<file path="src/source/core_pkg.sv">
////////////////////////////////////////
// shared types and constants for the console glue logic
// everything runs in the clk_74a domain
// bridge addresses are byte addresses, one 32-bit word each
////////////////////////////////////////

package core_pkg;

  // host bridge
  typedef logic [31:0] bridge_addr_t;
  typedef logic [31:0] bridge_data_t;

  // host key bitmap
  // 0 up, 1 down, 2 left, 3 right, 4 face_a, 5 face_b, 6 face_x, 7 face_y
  // 14 select, 15 start, the rest are not used here
  typedef logic [15:0] key_t;

  // console pad byte
  // 0 A, 1 B, 2 select, 3 start, 4 up, 5 down, 6 left, 7 right
  typedef logic [7:0] pad_t;

  // red in [23:16], green in [15:8], blue in [7:0]
  typedef logic [23:0] rgb_t;

  typedef logic [1:0] edge_mask_t;
  typedef logic [2:0] palette_t;

  // decoded bridge register
  typedef enum logic [2:0] {
    reg_none,
    reg_reset,
    reg_overscan,
    reg_edge_mask,
    reg_sprites,
    reg_palette,
    reg_multitap,
    reg_y_b_map
  } setting_reg_e;

  ////////////////////////////////////////
  // bridge register map

  localparam bridge_addr_t addr_reset     = 32'h0000_0050;
  localparam bridge_addr_t addr_overscan  = 32'h0000_0200;
  localparam bridge_addr_t addr_edge_mask = 32'h0000_0204;
  localparam bridge_addr_t addr_sprites   = 32'h0000_0208;
  localparam bridge_addr_t addr_palette   = 32'h0000_020C;
  localparam bridge_addr_t addr_multitap  = 32'h0000_0300;
  localparam bridge_addr_t addr_y_b_map   = 32'h0000_0310;

  ////////////////////////////////////////
  // timing

  // core reset length in clocks
  localparam int reset_cnt_w = 21;
  localparam logic [reset_cnt_w-1:0] reset_hold_cycles = 21'h10_0000;

  // hsync is pushed back so it never lands on top of vsync
  localparam int hs_cnt_w = 3;
  localparam logic [hs_cnt_w-1:0] hs_delay_cycles = 3'd7;

  // slot word layout
  localparam int slot_overscan_bit = 13;

endpackage

</file>
<file path="src/source/bridge_settings.sv">
////////////////////////////////////////
// settings register bank on the host bridge
// writes only, single-cycle strobe, no back-pressure
// unmapped addresses are ignored
// a reset write holds external_reset for reset_hold_cycles
////////////////////////////////////////

module bridge_settings
  import core_pkg::*;
(
  input  logic         clk_74a,
  input  logic         pll_core_locked,
  input  logic         bridge_wr,
  input  bridge_addr_t bridge_addr,
  input  bridge_data_t bridge_wr_data,
  output logic         hide_overscan,
  output edge_mask_t   mask_vid_edges,
  output logic         allow_extra_sprites,
  output palette_t     selected_palette,
  output logic         multitap_enabled,
  output logic         y_b_map,
  output logic         external_reset
);

  setting_reg_e reg_sel;
  logic [reset_cnt_w-1:0] reset_cnt;

  // address decode, reg_none when idle or unmapped
  always_comb begin
    reg_sel = reg_none;
    if (bridge_wr) begin
      case (bridge_addr)
        addr_reset:     reg_sel = reg_reset;
        addr_overscan:  reg_sel = reg_overscan;
        addr_edge_mask: reg_sel = reg_edge_mask;
        addr_sprites:   reg_sel = reg_sprites;
        addr_palette:   reg_sel = reg_palette;
        addr_multitap:  reg_sel = reg_multitap;
        addr_y_b_map:   reg_sel = reg_y_b_map;
        default:        reg_sel = reg_none;
      endcase
    end
  end

  ////////////////////////////////////////
  // settings registers

  always_ff @(posedge clk_74a or negedge pll_core_locked) begin
    if (!pll_core_locked) begin
      hide_overscan       <= 1'b0;
      mask_vid_edges      <= '0;
      allow_extra_sprites <= 1'b0;
      selected_palette    <= '0;
      multitap_enabled    <= 1'b0;
      y_b_map             <= 1'b0;
    end else begin
      case (reg_sel)
        reg_overscan:  hide_overscan       <= bridge_wr_data[0];
        reg_edge_mask: mask_vid_edges      <= bridge_wr_data[1:0];
        reg_sprites:   allow_extra_sprites <= bridge_wr_data[0];
        reg_palette:   selected_palette    <= bridge_wr_data[2:0];
        reg_multitap:  multitap_enabled    <= bridge_wr_data[0];
        reg_y_b_map:   y_b_map             <= bridge_wr_data[0];
        default: begin
        end
      endcase
    end
  end

  ////////////////////////////////////////
  // core reset hold

  // a new reset write restarts the count
  always_ff @(posedge clk_74a or negedge pll_core_locked) begin
    if (!pll_core_locked) begin
      reset_cnt <= '0;
    end else if (reg_sel == reg_reset) begin
      reset_cnt <= reset_hold_cycles;
    end else if (reset_cnt != '0) begin
      reset_cnt <= reset_cnt - 1'b1;
    end
  end

  // high for every nonzero count, so exactly reset_hold_cycles clocks
  assign external_reset = (reset_cnt != '0);

endmodule

</file>
<file path="src/source/pad_mapper.sv">
////////////////////////////////////////
// host key bitmaps to console pad bytes
// one cycle of latency, all four players
// only player 1 takes the Y/B remap
////////////////////////////////////////

module pad_mapper
  import core_pkg::*;
(
  input  logic clk_74a,
  input  logic pll_core_locked,
  input  logic y_b_map,
  input  key_t cont1_key,
  input  key_t cont2_key,
  input  key_t cont3_key,
  input  key_t cont4_key,
  output pad_t pad1,
  output pad_t pad2,
  output pad_t pad3,
  output pad_t pad4
);

  // reorder one bitmap into the pad layout
  // with remap set, A comes from face_b and B from face_y
  function automatic pad_t map_key(input key_t key, input logic remap);
    pad_t pad;
    pad[0] = remap ? key[5] : key[4];
    pad[1] = remap ? key[7] : key[5];
    pad[2] = key[14];
    pad[3] = key[15];
    // dpad keeps its order
    pad[4] = key[0];
    pad[5] = key[1];
    pad[6] = key[2];
    pad[7] = key[3];
    return pad;
  endfunction

  pad_t pad1_next;
  pad_t pad2_next;
  pad_t pad3_next;
  pad_t pad4_next;

  always_comb begin
    pad1_next = map_key(cont1_key, y_b_map);
    pad2_next = map_key(cont2_key, 1'b0);
    pad3_next = map_key(cont3_key, 1'b0);
    pad4_next = map_key(cont4_key, 1'b0);
  end

  always_ff @(posedge clk_74a or negedge pll_core_locked) begin
    if (!pll_core_locked) begin
      pad1 <= '0;
      pad2 <= '0;
      pad3 <= '0;
      pad4 <= '0;
    end else begin
      pad1 <= pad1_next;
      pad2 <= pad2_next;
      pad3 <= pad3_next;
      pad4 <= pad4_next;
    end
  end

endmodule

</file>
<file path="src/source/video_conditioner.sv">
////////////////////////////////////////
// core video to scaler stream, free running
// outputs registered, one cycle behind the core
// hsync pulse comes hs_delay_cycles after its rising edge
// the slot word goes out on the first blank cycle of each line
////////////////////////////////////////

module video_conditioner
  import core_pkg::*;
(
  input  logic clk_74a,
  input  logic pll_core_locked,
  input  logic hide_overscan,
  input  logic h_blank,
  input  logic v_blank,
  input  logic core_hs,
  input  logic core_vs,
  input  rgb_t core_rgb,
  output logic video_de,
  output logic video_hs,
  output logic video_vs,
  output rgb_t video_rgb
);

  logic de;
  logic de_prev;
  logic hs_prev;
  logic vs_prev;
  logic hs_rise;
  logic vs_rise;
  logic de_fall;
  rgb_t slot_word;
  logic [hs_cnt_w-1:0] hs_cnt;

  assign de      = ~(h_blank | v_blank);
  assign hs_rise = core_hs & ~hs_prev;
  assign vs_rise = core_vs & ~vs_prev;
  assign de_fall = de_prev & ~de;

  // only overscan is carried for now
  always_comb begin
    slot_word = '0;
    slot_word[slot_overscan_bit] = hide_overscan;
  end

  ////////////////////////////////////////
  // edge history

  always_ff @(posedge clk_74a or negedge pll_core_locked) begin
    if (!pll_core_locked) begin
      de_prev <= 1'b0;
      hs_prev <= 1'b0;
      vs_prev <= 1'b0;
    end else begin
      de_prev <= de;
      hs_prev <= core_hs;
      vs_prev <= core_vs;
    end
  end

  ////////////////////////////////////////
  // output stream

  always_ff @(posedge clk_74a or negedge pll_core_locked) begin
    if (!pll_core_locked) begin
      video_de  <= 1'b0;
      video_rgb <= '0;
      video_vs  <= 1'b0;
      video_hs  <= 1'b0;
      hs_cnt    <= '0;
    end else begin
      video_de <= de;

      if (de) begin
        video_rgb <= core_rgb;
      end else if (de_fall) begin
        video_rgb <= slot_word;
      end else begin
        video_rgb <= '0;
      end

      // one-cycle vsync on the core's rising edge
      video_vs <= vs_rise;

      // hsync countdown, retriggered by a new edge
      if (hs_rise) begin
        hs_cnt <= hs_delay_cycles;
      end else if (hs_cnt != '0) begin
        hs_cnt <= hs_cnt - 1'b1;
      end
      // flag as the count steps down to 1, pulse then sits
      // hs_delay_cycles behind the input edge like vsync sits one behind
      video_hs <= (hs_cnt == 2);
    end
  end

endmodule

</file>
<file path="src/source/core_top.sv">
////////////////////////////////////////
// glue around the console core, single clock
// settings leave as plain outputs for the core
// Y/B remap and overscan stay internal
////////////////////////////////////////

module core_top
  import core_pkg::*;
(
  input  logic         clk_74a,
  input  logic         pll_core_locked,
  // host bridge, writes only
  input  logic         bridge_wr,
  input  bridge_addr_t bridge_addr,
  input  bridge_data_t bridge_wr_data,
  // settings to the core
  output edge_mask_t   mask_vid_edges,
  output logic         allow_extra_sprites,
  output palette_t     selected_palette,
  output logic         multitap_enabled,
  output logic         external_reset,
  // controllers
  input  key_t         cont1_key,
  input  key_t         cont2_key,
  input  key_t         cont3_key,
  input  key_t         cont4_key,
  output pad_t         pad1,
  output pad_t         pad2,
  output pad_t         pad3,
  output pad_t         pad4,
  // core video in
  input  logic         h_blank,
  input  logic         v_blank,
  input  logic         core_hs,
  input  logic         core_vs,
  input  rgb_t         core_rgb,
  // scaler video out
  output logic         video_de,
  output logic         video_hs,
  output logic         video_vs,
  output rgb_t         video_rgb
);

  logic y_b_map;
  logic hide_overscan;

  bridge_settings u_bridge_settings (
    .clk_74a             (clk_74a),
    .pll_core_locked     (pll_core_locked),
    .bridge_wr           (bridge_wr),
    .bridge_addr         (bridge_addr),
    .bridge_wr_data      (bridge_wr_data),
    .hide_overscan       (hide_overscan),
    .mask_vid_edges      (mask_vid_edges),
    .allow_extra_sprites (allow_extra_sprites),
    .selected_palette    (selected_palette),
    .multitap_enabled    (multitap_enabled),
    .y_b_map             (y_b_map),
    .external_reset      (external_reset)
  );

  pad_mapper u_pad_mapper (
    .clk_74a         (clk_74a),
    .pll_core_locked (pll_core_locked),
    .y_b_map         (y_b_map),
    .cont1_key       (cont1_key),
    .cont2_key       (cont2_key),
    .cont3_key       (cont3_key),
    .cont4_key       (cont4_key),
    .pad1            (pad1),
    .pad2            (pad2),
    .pad3            (pad3),
    .pad4            (pad4)
  );

  video_conditioner u_video_conditioner (
    .clk_74a         (clk_74a),
    .pll_core_locked (pll_core_locked),
    .hide_overscan   (hide_overscan),
    .h_blank         (h_blank),
    .v_blank         (v_blank),
    .core_hs         (core_hs),
    .core_vs         (core_vs),
    .core_rgb        (core_rgb),
    .video_de        (video_de),
    .video_hs        (video_hs),
    .video_vs        (video_vs),
    .video_rgb       (video_rgb)
  );

endmodule

</file>
<file path="config.mk">
export PLATFORM = sky130hd
export DESIGN_NAME = core_top
export DESIGN_NICKNAME = d
export VERILOG_FILES = /design/src/source/core_pkg.sv /design/src/source/bridge_settings.sv /design/src/source/pad_mapper.sv /design/src/source/video_conditioner.sv /design/src/source/core_top.sv
export SDC_FILE = /design/constraint.sdc
export NUM_CORES = 1
export LEC_CHECK = 0
export BUFFER_PORTS_ARGS = -buffer_cell sky130_fd_sc_hd__buf_2
export CORE_UTILIZATION = 38
export DETAILED_ROUTE_END_ITERATION = 8
export HOLD_SLACK_MARGIN = 0.1
export PLACE_DENSITY = 0.76
export SYNTH_ARGS = -nofsm -noshare
export SYNTH_HDL_FRONTEND = slang
export SYNTH_SLANG_ARGS = --single-unit
</file>
<file path="constraint.sdc">
create_clock -name clk_74a -period 1.7 [get_ports clk_74a]
set_input_delay 0.255 -clock clk_74a [delete_from_list [all_inputs] [get_ports clk_74a]]
set_output_delay 0.255 -clock clk_74a [all_outputs]
set_load 0.02 [all_outputs]
</file>
==> flow_summary.yaml <==
outcome:
  outcome: "finished, violations left"
  violations: "setup timing"
place:
  dp_hpwl_mm: 6.27
  place_area_um2: 4860
  dp_cells: 590
  port_buffers: 165
  gp_congestion: 0.784
layout:
  drive_above_1_share_pct: 47.4
  n_antenna_cell: 0
  area_delta_synth_final_pct: 59.2
  layout.cells.non_filler: 657
  fin_area_um2: 5680
  final_nets: 708
synthesis:
  syn_avg_cell_area_um2: 12.7
  synth_async_sr_flop_share_pct: 100
  synth.distinct_cells: 43
  yosysTopAreaCellShare_pct: 65.9
  synth-seq-cells: 94
  synth_warnings: 0
  yosys_most_used_dff: "dfrtp_1"
  synth_edf_count: 0
  netlist_area_um2: 3570
  synth_cells: 282
  synth-seq-area-share_pct: 65.9
  synthTopCellsByArea: "dfrtp_1 (66%), and2_1 (4.6%), mux2_2 (3.5%)"
  synth_nets: 445
  yosysTopAreaCell: "dfrtp_1"
pwr:
  powerDensity_nw_per_um2: 804
  p_total_w: 0.00456
  max-vdd-ir-drop_mv: 0.518
  p_leak_nw: 2.76
sta:
  fin_ws_ns: -0.263
  maxSlewViolCount: 0
  hold_viol_final: 0
  fin_skew_ns: 0.00361
  setup_viol: 19
  fin_crit_ns: 1.96
  hold_slack_ns: 0.116
  post-route-period-util_pct: 115
  rsz0062_at_grt: "true"
  tightest_slew_ns: 0.511
  max_freq_mhz: 509
  relSlewSlack_pct: 65.9
die:
  die_area_um2: 9780
  fp-row-count: 34
  io_pins: 226
  die_y_um: 98.9
  core_um2: 8890
  start_util_pct: 40.1
  fp.dieW_um: 98.9
worst_setup_path:
  max_stage_delay_ns: 0.54
  path_class: "flop to primary output"
  reg2reg_depth: 6
  critPathSlowestCell: "or4_4"
  r2r_start: "u_bridge_settings.reset_cnt[16]$_DFFE_PN0P_"
  cp.required_ns: 1.44
  critical_path.cell_chain: "or4_4, buf_6, nor2_4, nand2_2, buf_6"
  r2r_end: "u_bridge_settings.reset_cnt[7]$_DFFE_PN0P_"
  cp_common_cell: "buf_6"
  startpoint_type: "flop"
  rrSetupSlack_ns: -0.25
  end_kind: "primary output"
  cp.arrival_ns: 1.71
  cp_max_fo: 3
grt:
  grt_pass1_wl_mm: 15.7
  grt_usage_pct: 20.4
  grt_pass1_vias: 3477
  antenna_found_initial: 0
  grt.overflow.total: 0
  grt_max_degree: 95
job:
  max_cap_viol_count: 0
detailed_routing:
  via_per_inst: 4.83
  drtIter0Drc: 80
  drc_errors: 0
  routed_wl_mm: 9.52
  vias: 3174
  routedWlPerCell_um: 14.5
  ant_nets: 0
  drt_pass1_iterations: 4
cts:
  cts_buffers: 9
  clk_pin_slew_ns: 0.09
  htree_levels: 3
  ctsLongestPathBuffers: 2
  clk_latency_ns: 0.34
  cts-root-buf: "clkbuf_8"
  cts_tree: "yes"
  cts_sinks: 94
hold_path:
  hp-start: "core_rgb[3]"
  min_path_cells: 2
  hold_path.class: "primary input to flop"
  hold_path_end: "u_video_conditioner.video_rgb[3]$_DFF_PN0_"
## flip-flops by register name (all words and copies together), names as in the netlist
signal	flops
u_video_conditioner.video_rgb	24
u_bridge_settings.reset_cnt	21
u_pad_mapper.pad1	8
u_pad_mapper.pad2	8
u_pad_mapper.pad3	8
u_pad_mapper.pad4	8
u_bridge_settings.selected_palette	3
u_video_conditioner.hs_cnt	3
u_bridge_settings.mask_vid_edges	2
u_bridge_settings.allow_extra_sprites	1
u_bridge_settings.hide_overscan	1
u_bridge_settings.multitap_enabled	1
u_bridge_settings.y_b_map	1
u_video_conditioner.de_prev	1
u_video_conditioner.hs_prev	1
u_video_conditioner.video_hs	1
u_video_conditioner.video_vs	1
u_video_conditioner.vs_prev	1
## worst max-delay path: cells and delay by family (launching register included)
kind	cells	cell delay (ns)
buf+inv	2	0.27
simple gates	3	0.71
flops	1	0.39
## cell usage after synthesis (2+ instances only)
master / n
nand3_1: 4
nand2_1: 11
nor4b_1: 2
o31ai_1: 4
or4_1: 5
mux2_2: 11
o211ai_1: 2
nor3b_1: 2
a21oi_1: 11
ha_1: 4
nand3b_1: 2
nand2b_1: 3
inv_1: 7
nor2b_1: 3
clkbuf_1: 4
and3_1: 2
xnor2_1: 12
nor3_1: 7
or3_1: 3
a211oi_1: 3
nor4_1: 6
dfrtp_1: 94
mux2i_1: 2
and2_1: 26
nand4_1: 4
nor2_1: 31
## layout make-up
class	instances	area (µm²)
clock buffers	10	128
clock inverters	5	83.8
fillers	689	3210
inverters	7	26.3
multi-input cells	175	1260
flip-flops and latches	94	2350
well taps	108	135
repair buffers	258	1690
## per-layer routing
metal | vias to the layer above | part of all wire, % | global-route usage [%] | wire length, µm
met5 | - | 0 | 0 | 0
met4 | 0 | 2.1 | 8.73 | 202
met3 | 19 | 5.7 | 5.60 | 542
met2 | 108 | 52 | 35.6 | 4910
met1 | 1555 | 41 | 23.6 | 3870
li1 | 1492 | - | - | -
## cell usage in the layout (no fill, tap or decap), drive strengths merged, types with 4 or more instances in the layout
cell type	n
nand2	11
nor2	31
and2	26
dlygate4sd3	45
nand3	5
nor3	8
nor4	7
dfrtp	94
clkbuf	10
buf	213
nand4	4
a21oi	11
inv	8
mux2	11
o31ai	4
xnor2	12
or4	5
ha	4
## power by group
group | internal, W | switching [W] | leakage (nW) | total [W]
combinational | 0.000292 | 0.000309 | 1.54 | 0.000601
clock | 0.000827 | 0.000758 | 0.0990 | 0.00158
sequential | 0.00234 | 0.0000402 | 1.12 | 0.00238
total | 0.00346 | 0.00111 | 2.76 | 0.00456
## cell families after synthesis
kind of cell / after synthesis / share of synthesized area, %
compound gates: 27 / 5.01
xor+xnor: 13 / 3.19
fa+ha+maj: 4 / 1.40
buf+inv: 13 / 1.51
flops: 94 / 65.9
mux: 13 / 4.03
simple gates: 118 / 18.9
## stage by stage
step | TNS, ns | utilization, % | worst slack [ns]
finish | -3.37 | 63.9 | -0.263
global route | -4.90 | 63.9 | -0.323
CTS | -3.25 | 63.5 | -0.282
detailed placement | -4.53 | 54.7 | -0.227
global placement | -3.27 | 54.7 | -0.212
floorplan | -1.11 | - | -0.115
## worst max path at each step
| stage | depth (start not counted) | slack, ns | startpoint | to |
|---|---|---|---|---|
| finish | 5 | -0.26 | u_bridge_settings.reset_cnt[16]$_DFFE_PN0P_ | external_reset |
| global route | 5 | -0.32 | u_bridge_settings.reset_cnt[18]$_DFFE_PN0P_ | external_reset |
| CTS | 5 | -0.28 | u_bridge_settings.reset_cnt[16]$_DFFE_PN0P_ | external_reset |
| detailed placement | 5 | -0.23 | u_bridge_settings.reset_cnt[19]$_DFFE_PN0P_ | u_bridge_settings.reset_cnt[9]$_DFFE_PN0P_ |
| global placement | 6 | -0.21 | bridge_addr[11] | u_bridge_settings.mask_vid_edges[0]$_DFFE_PN0N_ |
| floorplan | 5 | -0.12 | u_bridge_settings.reset_cnt[2]$_DFFE_PN0P_ | u_bridge_settings.reset_cnt[15]$_DFFE_PN0P_ |
## timing repair
action	in CTS	in global routing
hold buffers	44	1
resized for setup	19	3
endpoints found under the hold margin	137	1
cloned	0	0
pin swaps	5	3
buffers inserted	6	1
endpoints found under the setup margin	19	21
(Power assumes the default switching activity.)
